--- src/include/exec_macros.svh ---
`ifndef EXEC_MACROS_SVH
`define EXEC_MACROS_SVH

// Data path width of the RV32 integer core.
`define XLEN 32

`define REG_ADDR_W 5

// One restoring step per quotient bit.
`define DIV_STEPS 32

`endif
--- src/exec_pkg.sv ---
`include "exec_macros.svh"

package exec_pkg;

  typedef enum logic [3:0] {
    op_alu, op_lui, op_auipc, op_branch, op_jal,
    op_jalr, op_load, op_store, op_div
  } op_class_t;

  typedef enum logic [3:0] {
    alu_add, alu_sub, alu_and, alu_or, alu_xor,
    alu_sll, alu_srl, alu_sra, alu_slt, alu_sltu
  } alu_op_t;

  typedef enum logic [2:0] {
    br_beq, br_bne, br_blt, br_bge, br_bltu, br_bgeu
  } branch_op_t;

  typedef enum logic [1:0] {
    div_div, div_divu, div_rem, div_remu
  } div_op_t;

  typedef enum logic [1:0] {
    ds_idle, ds_busy, ds_done
  } div_state_t;

  // One issued instruction with its register file values.
  typedef struct packed {
    logic                   valid;
    op_class_t              op_class;
    logic                   use_imm;
    alu_op_t                alu_op;
    branch_op_t             branch_op;
    div_op_t                div_op;
    logic [`REG_ADDR_W-1:0] rs1;
    logic [`REG_ADDR_W-1:0] rs2;
    logic [`REG_ADDR_W-1:0] rd;
    logic [`XLEN-1:0]       rdata1;
    logic [`XLEN-1:0]       rdata2;
    logic [`XLEN-1:0]       imm;
    logic [`XLEN-1:0]       pc;
  } exec_slot_t;

  typedef struct packed {
    exec_slot_t slot0;
    exec_slot_t slot1;
  } exec_issue_t;

  typedef struct packed {
    logic                   valid;
    logic                   wren;
    logic [`REG_ADDR_W-1:0] rd;
    logic [`XLEN-1:0]       wdata;
  } exec_lane_result_t;

  typedef struct packed {
    exec_lane_result_t  lane0;
    exec_lane_result_t  lane1;
    logic               mem_load;
    logic               mem_store;
    logic [`XLEN-1:0]   address;
    logic [`XLEN/8-1:0] byteenable;
    logic [`XLEN-1:0]   sdata;
    logic               exception;
    logic               redirect;
    logic [`XLEN-1:0]   target;
  } exec_result_t;

endpackage

--- src/execute_stage.sv ---
`include "exec_macros.svh"

module execute_stage import exec_pkg::*; (
  input  logic         clock,
  input  logic         reset,
  input  logic         issue_valid,
  output logic         issue_ready,
  input  exec_issue_t  issue,
  output logic         result_valid,
  input  logic         result_ready,
  output exec_result_t result
);

  exec_slot_t         slot0_fwd;
  exec_slot_t         slot1_fwd;
  logic [`XLEN-1:0]   fwd0_rdata1;
  logic [`XLEN-1:0]   fwd0_rdata2;
  logic [`XLEN-1:0]   fwd1_rdata1;
  logic [`XLEN-1:0]   fwd1_rdata2;
  logic [`XLEN-1:0]   alu0_result;
  logic [`XLEN-1:0]   alu1_result;
  logic               taken;
  logic [`XLEN-1:0]   address;
  logic [`XLEN/8-1:0] byteenable;
  logic [`XLEN-1:0]   target;
  logic               misaligned;
  logic               div_start;
  logic               div_busy;
  logic               div_done;
  logic [`XLEN-1:0]   div_result;
  logic               div_pending;
  logic               issue_fire;
  logic               is_div;
  logic               writes_rd;
  exec_result_t       next_result;
  exec_result_t       staged;

  operand_forward i_fwd0 (
    .slot(issue.slot0), .prev(result), .prev_valid(result_valid),
    .rdata1(fwd0_rdata1), .rdata2(fwd0_rdata2)
  );

  operand_forward i_fwd1 (
    .slot(issue.slot1), .prev(result), .prev_valid(result_valid),
    .rdata1(fwd1_rdata1), .rdata2(fwd1_rdata2)
  );

  always_comb begin
    slot0_fwd        = issue.slot0;
    slot0_fwd.rdata1 = fwd0_rdata1;
    slot0_fwd.rdata2 = fwd0_rdata2;
    slot1_fwd        = issue.slot1;
    slot1_fwd.rdata1 = fwd1_rdata1;
    slot1_fwd.rdata2 = fwd1_rdata2;
  end

  int_alu i_alu0 (.in(slot0_fwd), .result(alu0_result));
  int_alu i_alu1 (.in(slot1_fwd), .result(alu1_result));

  branch_unit i_branch (
    .rdata1(slot0_fwd.rdata1), .rdata2(slot0_fwd.rdata2),
    .branch_op(slot0_fwd.branch_op), .taken(taken)
  );

  addr_gen i_agu (
    .in(slot0_fwd), .address(address), .byteenable(byteenable),
    .target(target), .misaligned(misaligned)
  );

  assign issue_fire = issue_valid && issue_ready;
  assign is_div     = issue.slot0.valid && issue.slot0.op_class == op_div;
  assign div_start  = issue_fire && is_div;

  int_divider i_div (
    .clock(clock), .reset(reset), .start(div_start), .div_op(slot0_fwd.div_op),
    .dividend(slot0_fwd.rdata1), .divisor(slot0_fwd.rdata2),
    .busy(div_busy), .done(div_done), .result(div_result), .ack(div_done)
  );

  // Pending covers the whole divide, including the cycle done is seen.
  assign issue_ready = !div_pending && (!result_valid || result_ready);

  assign writes_rd = !(slot0_fwd.op_class inside {op_branch, op_store});

  always_comb begin
    next_result = '0;
    case (slot0_fwd.op_class)
      op_auipc:        next_result.lane0.wdata = address;
      op_lui:          next_result.lane0.wdata = slot0_fwd.imm;
      op_jal, op_jalr: next_result.lane0.wdata = slot0_fwd.pc + `XLEN'd4;
      default:         next_result.lane0.wdata = alu0_result;
    endcase
    next_result.lane0.valid = slot0_fwd.valid;
    next_result.lane0.rd    = slot0_fwd.rd;
    next_result.lane0.wren  = slot0_fwd.valid && writes_rd && slot0_fwd.rd != '0 && !misaligned;

    next_result.exception  = slot0_fwd.valid && misaligned;
    next_result.mem_load   = slot0_fwd.valid && slot0_fwd.op_class == op_load && !misaligned;
    next_result.mem_store  = slot0_fwd.valid && slot0_fwd.op_class == op_store && !misaligned;
    next_result.address    = address;
    next_result.byteenable = byteenable;
    next_result.sdata      = slot0_fwd.rdata2;
    next_result.redirect   = slot0_fwd.valid &&
                             (slot0_fwd.op_class inside {op_jal, op_jalr} ||
                              (slot0_fwd.op_class == op_branch && taken));
    next_result.target     = target;

    // Lane 1 is younger than a redirect or a faulting access.
    next_result.lane1.valid = slot1_fwd.valid && !next_result.redirect &&
                              !next_result.exception;
    next_result.lane1.rd    = slot1_fwd.rd;
    next_result.lane1.wren  = next_result.lane1.valid && slot1_fwd.rd != '0;
    next_result.lane1.wdata = alu1_result;
  end

  always_ff @(posedge clock) begin
    if (!reset) begin
      result_valid <= 1'b0;
      div_pending  <= 1'b0;
    end else if (issue_fire) begin
      result_valid <= !is_div;
      div_pending  <= is_div;
    end else if (div_done) begin
      result_valid <= 1'b1;
      div_pending  <= 1'b0;
    end else if (result_ready) begin
      result_valid <= 1'b0;
    end
  end

  always_ff @(posedge clock) begin
    if (issue_fire && is_div) begin
      staged <= next_result;
    end
    if (issue_fire && !is_div) begin
      result <= next_result;
    end else if (div_done) begin
      result             <= staged;
      result.lane0.wdata <= div_result;
    end
  end

  assert property (@(posedge clock) disable iff (!reset)
    result_valid && !result_ready |=> result_valid && $stable(result))
    else $error("result changed under back-pressure");

  assert property (@(posedge clock) disable iff (!reset) div_busy |-> !issue_ready)
    else $error("issue accepted while divider busy");

endmodule

--- src/operand_forward.sv ---
`include "exec_macros.svh"

module operand_forward import exec_pkg::*; (
  input  exec_slot_t       slot,
  input  exec_result_t     prev,
  input  logic             prev_valid,
  output logic [`XLEN-1:0] rdata1,
  output logic [`XLEN-1:0] rdata2
);

  function automatic logic [`XLEN-1:0] pick(input logic [`REG_ADDR_W-1:0] addr,
                                            input logic [`XLEN-1:0] regval);
    logic [`XLEN-1:0] value;
    value = regval;
    if (prev_valid && addr != '0) begin
      if (prev.lane0.wren && prev.lane0.rd == addr) value = prev.lane0.wdata;
      // Lane 1 is younger.
      if (prev.lane1.wren && prev.lane1.rd == addr) value = prev.lane1.wdata;
    end
    return value;
  endfunction

  always_comb begin
    rdata1 = pick(slot.rs1, slot.rdata1);
    rdata2 = pick(slot.rs2, slot.rdata2);
  end

endmodule

--- src/int_divider.sv ---
`include "exec_macros.svh"

module int_divider import exec_pkg::*; (
  input  logic             clock,
  input  logic             reset,
  input  logic             start,
  input  div_op_t          div_op,
  input  logic [`XLEN-1:0] dividend,
  input  logic [`XLEN-1:0] divisor,
  output logic             busy,
  output logic             done,
  output logic [`XLEN-1:0] result,
  input  logic             ack
);

  localparam int CNT_W = $clog2(`DIV_STEPS);

  div_state_t       state;
  logic [CNT_W-1:0] count;
  div_op_t          op_q;
  logic [`XLEN-1:0] dividend_q;
  logic [`XLEN-1:0] divisor_q;
  logic [`XLEN-1:0] dmag_q;
  logic [`XLEN-1:0] quo_q;
  logic [`XLEN-1:0] rem_q;
  logic             neg_q;
  logic             neg_r;
  logic             is_signed;
  logic             a_neg;
  logic             b_neg;
  logic [`XLEN:0]   shifted;
  logic [`XLEN:0]   diff;
  logic [`XLEN-1:0] quo_fix;
  logic [`XLEN-1:0] rem_fix;

  assign is_signed = (div_op == div_div) || (div_op == div_rem);
  assign a_neg     = is_signed && dividend[`XLEN-1];
  assign b_neg     = is_signed && divisor[`XLEN-1];
  assign shifted   = {rem_q, quo_q[`XLEN-1]};
  assign diff      = shifted - {1'b0, dmag_q};

  always_ff @(posedge clock) begin
    if (!reset) begin
      state <= ds_idle;
    end else begin
      case (state)
        ds_idle: if (start) state <= ds_busy;
        ds_busy: if (count == CNT_W'(`DIV_STEPS - 1)) state <= ds_done;
        ds_done: if (ack) state <= ds_idle;
        default: state <= ds_idle;
      endcase
    end
  end

  always_ff @(posedge clock) begin
    if (state == ds_idle && start) begin
      op_q       <= div_op;
      dividend_q <= dividend;
      divisor_q  <= divisor;
      dmag_q     <= b_neg ? -divisor : divisor;
      quo_q      <= a_neg ? -dividend : dividend;
      rem_q      <= '0;
      neg_q      <= a_neg ^ b_neg;
      neg_r      <= a_neg;
      count      <= '0;
    end else if (state == ds_busy) begin
      // Restoring step, keep the partial remainder only if it stays positive.
      if (!diff[`XLEN]) begin
        rem_q <= diff[`XLEN-1:0];
        quo_q <= {quo_q[`XLEN-2:0], 1'b1};
      end else begin
        rem_q <= shifted[`XLEN-1:0];
        quo_q <= {quo_q[`XLEN-2:0], 1'b0};
      end
      count <= count + 1'b1;
    end
  end

  assign quo_fix = neg_q ? -quo_q : quo_q;
  assign rem_fix = neg_r ? -rem_q : rem_q;

  always_comb begin
    if (divisor_q == '0) begin
      result = (op_q == div_div || op_q == div_divu) ? '1 : dividend_q;
    end else if ((op_q == div_div || op_q == div_rem) && divisor_q == '1 &&
                 dividend_q == {1'b1, {(`XLEN-1){1'b0}}}) begin
      // Signed overflow.
      result = (op_q == div_div) ? dividend_q : '0;
    end else begin
      result = (op_q == div_div || op_q == div_divu) ? quo_fix : rem_fix;
    end
  end

  assign busy = state == ds_busy;
  assign done = state == ds_done;

  assert property (@(posedge clock) disable iff (!reset) start |-> !busy && !done)
    else $error("divider started while still working");
  assert property (@(posedge clock) disable iff (!reset) ack |-> done)
    else $error("divider ack without done");

endmodule

--- src/addr_gen.sv ---
`include "exec_macros.svh"

module addr_gen import exec_pkg::*; (
  input  exec_slot_t         in,
  output logic [`XLEN-1:0]   address,
  output logic [`XLEN/8-1:0] byteenable,
  output logic [`XLEN-1:0]   target,
  output logic               misaligned
);

  logic [`XLEN-1:0] reg_sum;
  logic [`XLEN-1:0] pc_sum;
  logic             is_mem;

  assign reg_sum = in.rdata1 + in.imm;
  assign pc_sum  = in.pc + in.imm;
  assign is_mem  = (in.op_class == op_load) || (in.op_class == op_store);

  // auipc shares the pc adder; every other class uses the register base.
  assign address = (in.op_class == op_auipc) ? pc_sum : reg_sum;

  always_comb begin
    if (in.op_class == op_jalr) begin
      target = {reg_sum[`XLEN-1:1], 1'b0};
    end else begin
      target = pc_sum;
    end
  end

  // Word accesses only.
  assign byteenable = '1;
  assign misaligned = is_mem && (address[1:0] != 2'b00);

endmodule

--- src/branch_unit.sv ---
`include "exec_macros.svh"

module branch_unit import exec_pkg::*; (
  input  logic [`XLEN-1:0] rdata1,
  input  logic [`XLEN-1:0] rdata2,
  input  branch_op_t       branch_op,
  output logic             taken
);

  logic equal;
  logic less_signed;
  logic less_unsigned;

  assign equal         = rdata1 == rdata2;
  assign less_signed   = $signed(rdata1) < $signed(rdata2);
  assign less_unsigned = rdata1 < rdata2;

  always_comb begin
    case (branch_op)
      br_beq:  taken = equal;
      br_bne:  taken = !equal;
      br_blt:  taken = less_signed;
      br_bge:  taken = !less_signed;
      br_bltu: taken = less_unsigned;
      br_bgeu: taken = !less_unsigned;
      default: taken = 1'b0;
    endcase
  end

endmodule

--- src/int_alu.sv ---
`include "exec_macros.svh"

module int_alu import exec_pkg::*; (
  input  exec_slot_t       in,
  output logic [`XLEN-1:0] result
);

  logic [`XLEN-1:0] a;
  logic [`XLEN-1:0] b;

  assign a = in.rdata1;
  assign b = in.use_imm ? in.imm : in.rdata2;

  always_comb begin
    case (in.alu_op)
      alu_add:  result = a + b;
      alu_sub:  result = a - b;
      alu_and:  result = a & b;
      alu_or:   result = a | b;
      alu_xor:  result = a ^ b;
      // Shift amount is the low five bits only.
      alu_sll:  result = a << b[4:0];
      alu_srl:  result = a >> b[4:0];
      alu_sra:  result = $unsigned($signed(a) >>> b[4:0]);
      alu_slt:  result = {{(`XLEN-1){1'b0}}, $signed(a) < $signed(b)};
      alu_sltu: result = {{(`XLEN-1){1'b0}}, a < b};
      default:  result = '0;
    endcase
  end

endmodule

--- config.mk ---
export PLATFORM = sky130hd
export DESIGN_NAME = execute_stage
export DESIGN_NICKNAME = d
export VERILOG_FILES = /design/src/exec_pkg.sv /design/src/execute_stage.sv /design/src/operand_forward.sv /design/src/int_divider.sv /design/src/addr_gen.sv /design/src/branch_unit.sv /design/src/int_alu.sv
export VERILOG_INCLUDE_DIRS = /design/src /design/src/include
export SDC_FILE = /design/constraint.sdc
export NUM_CORES = 2
export LEC_CHECK = 0
export BUFFER_PORTS_ARGS = -buffer_cell sky130_fd_sc_hd__buf_4
export CAP_MARGIN = 5
export CORE_MARGIN = 8
export CORE_UTILIZATION = 35
export CTS_CLUSTER_DIAMETER = 60
export DETAILED_ROUTE_END_ITERATION = 16
export SETUP_SLACK_MARGIN = 0.3
export SLEW_MARGIN = 10
export SYNTH_ARGS = -nofsm -noshare
export SYNTH_HDL_FRONTEND = slang
export SYNTH_HIERARCHICAL = 1
export SYNTH_SLANG_ARGS = --single-unit
--- constraint.sdc ---
create_clock -name clock -period 27.5 [get_ports clock]
set_input_delay 5.5 -clock clock [delete_from_list [all_inputs] [get_ports clock]]
set_output_delay 5.5 -clock clock [all_outputs]
set_load 0.01 [all_outputs]
Yosys cells after proc, flatten, opt, wreduce, memory -nomap -nowiden
Cells that the tools add are included.

word-level totals
  bits in latches = 0
  memory bits (read-only) = 0
  memories = 0
  bits of input ports = 320
  memory bits (writable) = 0
  logic and storage cells = 240
  register bits = 497

cells by class
  $lt $le $gt $ge = 6
  shift operators = 6
  equal/unequal tests = 50
  mux-type cells = 43
  bitwise gates (word level) = 7
  $mul = 0
  reduce and logical (&&, ||, !) cells = 74
  add/sub/neg operators = 13
  div/mod/pow operators = 0

operator list
  kind                     count
  $mux W32                 28
  $pmux W32 S10            2
  $mux W182                2
  $lt A32 B32 Y1           6
  $add A32 B32 Y32         4
  $neg A32 Y32             4
  $pmux W32 S3             1
  $and A32 B32 Y32         2
  $eq A32 B32 Y1 const B   2
  $or A32 B32 Y32          2
  $shl A32 B5 Y32          2
  $shr A32 B5 Y32          2
  $sshr A32 B5 Y32         2
  $sub A32 B32 Y32         2
  $xor A32 B32 Y32         2
  $eq A4 B3 Y1 const B     12
  $eq A5 B5 Y1             8
  $logic_and A1 B1 Y1      36
  $sub A33 B32 Y33         1
  $add A32 B3 Y32 const B  1
  $eq A32 B32 Y1           1
  $logic_not A32 Y1        1
  $reduce_bool A5 Y1       6
  $eq A4 B2 Y1 const B     6
  other kinds (24)         64

Longest topological paths before layout
  depth after elaboration = 16
  depth in mapped cells = 27
  mapped depth without buffers = 22

Modules after synthesis
Netlist, hierarchy kept.

modules (own cells, without submodules)
  module            area an instance (um2)  sequential area each (um2)  cells an instance  times used
  execute_stage     14,010.9                10,009.6                    1,164              1
  int_divider       11,280.8                4,714.5                     1,243              1
  int_alu (i_alu1)  8,951.1                 0.0                         1,382              1
  int_alu (i_alu0)  8,794.7                 0.0                         1,398              1
  addr_gen          3,880.0                 0.0                         566                1
  operand_forward   1,825.5                 0.0                         193                2
  branch_unit       890.9                   0.0                         123                1

Worst setup path before layout
OpenSTA, ideal clock, no wires.

  path kind = input-to-reg
  start = input issue[311] (netlist bit)
  end = register i_div.quo_q[0] (data pin)
  setup slack = 10.019 ns
  data arrival time = 17.073 ns
  data required time = 27.092 ns
  stages on the path = 8
  library setup time = 0.408 ns
  cells stage by stage = clkbuf_1 > nor2_1 > nand4_1 > nor2_1 > nand2_1 > inv_1 > clkbuf_1 > o21ai_0

between the ends
  longest elaborated chain between the ends = 5

RTL lines
  item                    line                 RTL
  start: declaration      execute_stage.sv:8   input exec_issue_t issue,
  $eq A4 B4 Y1            execute_stage.sv:71  assign is_div = issue.slot0.valid && issue.slot0.op_class == op_div;
  $logic_and A1 B1 Y1     execute_stage.sv:71
  $logic_and A1 B1 Y1     execute_stage.sv:72  assign div_start = issue_fire && is_div;
  via div_start           execute_stage.sv:27  logic div_start;
  $logic_and A1 B1 Y1     int_divider.sv:56    if (state == ds_idle && start) begin
  $mux W32                int_divider.sv:56
  end signal: assignment  int_divider.sv:61    quo_q <= a_neg ? -dividend : dividend;
  end signal: assignment  int_divider.sv:70    quo_q <= {quo_q[`XLEN-2:0], 1'b1};
  end signal: assignment  int_divider.sv:73    quo_q <= {quo_q[`XLEN-2:0], 1'b0};
  end: declaration        int_divider.sv:24    logic [`XLEN-1:0] quo_q;

The timed path passes the listed nets, and every way through them passes these cells.
A chain may end at the register's enable or synchronous reset.

Worst setup path after layout
  start = input issue[291] (netlist bit)
  end = register result[168] (netlist bit) (data pin)

between the ends
  longest elaborated chain between the ends = 10
  elaborated cells on any way between the ends = 21
  classes of those cells = add/sub: 2; eq/ne: 2; shift: 3; mux: 7; bitwise: 3; reduce/logical: 4

RTL lines
  item                                      line                   RTL
  $eq A5 B5 Y1                              operand_forward.sv:16  if (prev.lane0.wren && prev.lane0.rd == addr) value = prev.lane0.wdata;
  $logic_and A1 B1 Y1                       operand_forward.sv:16
  $mux W32                                  operand_forward.sv:16
  $mux W32                                  operand_forward.sv:18  if (prev.lane1.wren && prev.lane1.rd == addr) value = prev.lane1.wdata;
  $mux W32 *                                operand_forward.sv:15  if (prev_valid && addr != '0) begin
  via fwd0_rdata2[3]                        execute_stage.sv:17    logic [`XLEN-1:0] fwd0_rdata2;
  $mux W32 *                                int_alu.sv:12          assign b = in.use_imm ? in.imm : in.rdata2;
  $sub A32 B32 Y32 (tied with other cells)  int_alu.sv:17          alu_sub: result = a - b;
  $pmux W32 S10 *                           int_alu.sv:15          case (in.alu_op)
  via alu0_result[25]                       execute_stage.sv:20    logic [`XLEN-1:0] alu0_result;
  $pmux W32 S3 *                            execute_stage.sv:87    case (slot0_fwd.op_class)
  $mux W182 *                               execute_stage.sv:135   if (issue_fire && !is_div) begin
  end signal: assignment                    execute_stage.sv:136   result <= next_result;
  end signal: assignment                    execute_stage.sv:138   result <= staged;
  end: declaration                          execute_stage.sv:11    output exec_result_t result

The timed path passes the listed nets; every way through them passes the cells marked *.

==> impl_metrics.py <==
metrics = {
    "status": {
        "status": "completed",
    },
    "grt": {
        "grt_pass1_vias": 50200,
        "grt_max_degree": 90,
        "grt_usage_pct": 32.9,
        "grt_pass1_wl_mm": 381,
        "antenna_found_initial": 40,
        "grt_overflow_total": 0,
    },
    "routing": {
        "ant_nets": 0,
        "wirelength_mm": 276,
        "viasPerCell": 6.30,
        "drt_iter0_drc": 7377,
        "route.detailed.drc": 0,
        "vias": 53800,
        "drtPass1Iterations": 6,
        "wl_per_cell_um": 32.3,
    },
    "setup_path": {
        "slowest_delay_ps": 740,
        "cp-end-kind": "register",
        "path_class": "input port to register",
        "cp_common_cell": "buf_4",
        "cp_max_fo": 54,
        "cp-startpoint": "issue[291]",
        "timing.rr.start": "result[140]",
        "cpMaxStageDelayCell": "o221ai_1",
        "start_kind": "input port",
        "path_cells": "buf_4, or4_1, o21a_2, buf_4, a21boi_4, buf_4, a2bb2oi_2, buf_4, mux2i_4, buf_4, inv_2, buf_4, ha_1, a21oi_1, nand3_1, a31oi_1, o21ai_1, nand3_1, a21boi_0, o32ai_1, xnor2_1, o221ai_1, o22ai_1, o221ai_1",
        "required_ps": 27880,
        "cp.arrival_ps": 13170,
    },
    "yosys": {
        "synth_warnings": 6,
        "synth-seq-cells": 504,
        "synth_area_um2": 51500,
        "netlist.area_leader.share_pct": 27.0,
        "synth_ff_type": "edfxtp_1",
        "yosysUniqueCellTypes": 130,
        "yosysTopAreaCell": "edfxtp_1",
        "synth-async-reset-ratio_pct": 0,
        "synth_cells": 6262,
        "synth-edff-count": 463,
        "yosysMostFrequentCell": "nand2_1",
        "synthTopCellsByCount": "1,071 x nand2_1, 463 x edfxtp_1, 437 x nor2_1",
        "synth.area.top_cells": "edfxtp_1 27%, ha_1 8.0%, nand2_1 7.8%, mux2i_1 4.5%, o21ai_0 4.2%",
        "ys_seq_area_share_pct": 28.6,
        "postSynthAreaPerCell_um2": 8.22,
    },
    "timing": {
        "min_period_ps": 12790,
        "finalClockSkew_ps": 52.5,
        "hold_viol": 0,
        "worst_pin_slew_ps": 1420,
        "rsz0062_at_grt": "false",
        "final_max_slew_viol_count": 0,
        "fin_crit_sh_pct": 46.5,
        "fmax_mhz": 78.2,
        "setup_viol": 0,
        "fin_ws_ps": 14710,
        "hold_ws_ps": 469,
        "setup_tns_ps": 0,
        "slew_headroom_pct": 4.41,
    },
    "floorplanning": {
        "start_util_pct": 35.3,
        "ios": 504,
        "core_area_um2": 146000,
        "num_rows": 140,
        "die_w_um": 399,
        "fp.dieH_um": 399,
        "die_area_um2": 160000,
    },
    "power": {
        "p_leak_nw": 24.4,
        "powerDensity_nw_per_um2": 58.7,
        "ir_worst_vdd_mv": 0.0508,
        "power_mw": 3.50,
    },
    "clock_network": {
        "cts_tree": "done",
        "cts.repair.resized": 0,
        "worstSkewPairLatency_ps": 710,
        "cts_root_buf": "clkbuf_16",
        "cts_num_sinks": 504,
        "htree_levels": 3,
        "clock_tree.buffer_depth": 3,
        "hold_buffers": 0,
        "cts_buffers": 72,
        "postCtsSetupRepairBufs": 0,
        "clk_pin_slew_ps": 60,
    },
    "place": {
        "routabilityCongestion": 1.03,
        "port-buffer-count": 462,
        "dp_cells": 8387,
        "detailedPlace.worstSlack_ps": 14120,
        "dp.final_hpwl_mm": 209,
        "placed_area_um2": 57000,
    },
    "layout": {
        "syn2layout_area_growth_pct": 15.8,
        "layout.nets": 7202,
        "stdcell_count": 8541,
        "fin_area_um2": 59600,
        "post-route-util_pct": 40.9,
        "drive_gt1_share_pct": 15.7,
    },
    "min_path": {
        "min_from": "i_div/count[4]",
        "hp-class": "register to register",
    },
    "job": {
        "drv_cap": 0,
    },
}
-- worst paths after layout --
kind | endpoint | slack (ps) | cells past startpoint
max | result[168] | 14710 | 24
max reg2reg | result[168] | 19360 | 24
min | i_div/count[4] | 470 | 2
min reg2reg | i_div/count[4] | 470 | 2
-- sequential cells by signal (all words and copies together), names as in the netlist --
name,count
i_div/quo_q,32
i_div/state,2
i_div/rem_q,32
i_div/op_q,2
staged,150
i_div/neg_q,1
result,182
i_div/dmag_q,31
i_div/neg_r,1
i_div/divisor_q,32
div_pending,1
i_div/dividend_q,32
result_valid,1
i_div/count,5
-- layer usage --
metal / part of all wire (%) / global-route usage [%]
met1: 40 / 42.8
met2: 41 / 47.9
met3: 13 / 10.4
met4: 6.2 / 18.5
met5: 0.045 / 0
-- cell type report --
| class | count | area (um2) |
|---|---|---|
| fill | 14800 | 86100 |
| multi-input combinational | 5023 | 34000 |
| sequential | 504 | 14700 |
| timing repair buffer | 613 | 4600 |
| tap | 1917 | 2400 |
| clock buffer | 83 | 1910 |
| inverter | 330 | 1250 |
| clock inverter | 49 | 662 |
| antenna | 22 | 55.1 |
-- cell usage in the layout, fill, tap and decap left out, types with 26 or more instances in the layout --
cell and count:
o221ai_1 40, a21o_1 63, nand2_1 1069, o211ai_1 70, clkbuf_16 74, and3_1 35, o22ai_1 168, a21oi_1 428
o31ai_1 53, a22oi_1 36, or4_1 26, o21ai_0 435, dfxtp_1 41, inv_1 315, a31oi_1 73, a211oi_1 90
nand2b_1 44, xor2_1 133, nor4_1 43, a221oi_1 43, nand4_1 48, nor2b_1 54, xnor2_1 191, edfxtp_1 463
or3_1 30, nor2_1 436, buf_4 613, a2bb2oi_2 110, nand3_1 106, mux2i_1 224, nor3_1 94, o21bai_1 27
ha_1 331
-- power by group --
| part | switching (mW) | internal (mW) |
|---|---|---|
| logic | 0.953 | 0.513 |
| clock network | 0.418 | 0.583 |
| registers | 0.118 | 0.917 |
-- worst max-delay path, delay by kind of cell --
kind            cells  cell delay, ps
compound gates     11            3500
buf+inv             7            1960
simple gates        3             960
mux                 1             600
fa+ha+maj           1             350
xor+xnor            1             160
-- logic make-up after synthesis --
| logic type | share of synthesized area [%] |
|---|---|
| and+or+nand+nor | 18.5 |
| DFF | 28.6 |
| buffers and inverters | 6.00 |
| muxes | 6.13 |
| AOI/OAI and AO/OA | 26.9 |
| xor gates and xnor gates | 5.53 |
| other | 0.00729 |
| adders and majority gates | 8.32 |
No activity file was read; power rests on OpenSTA's default activity.
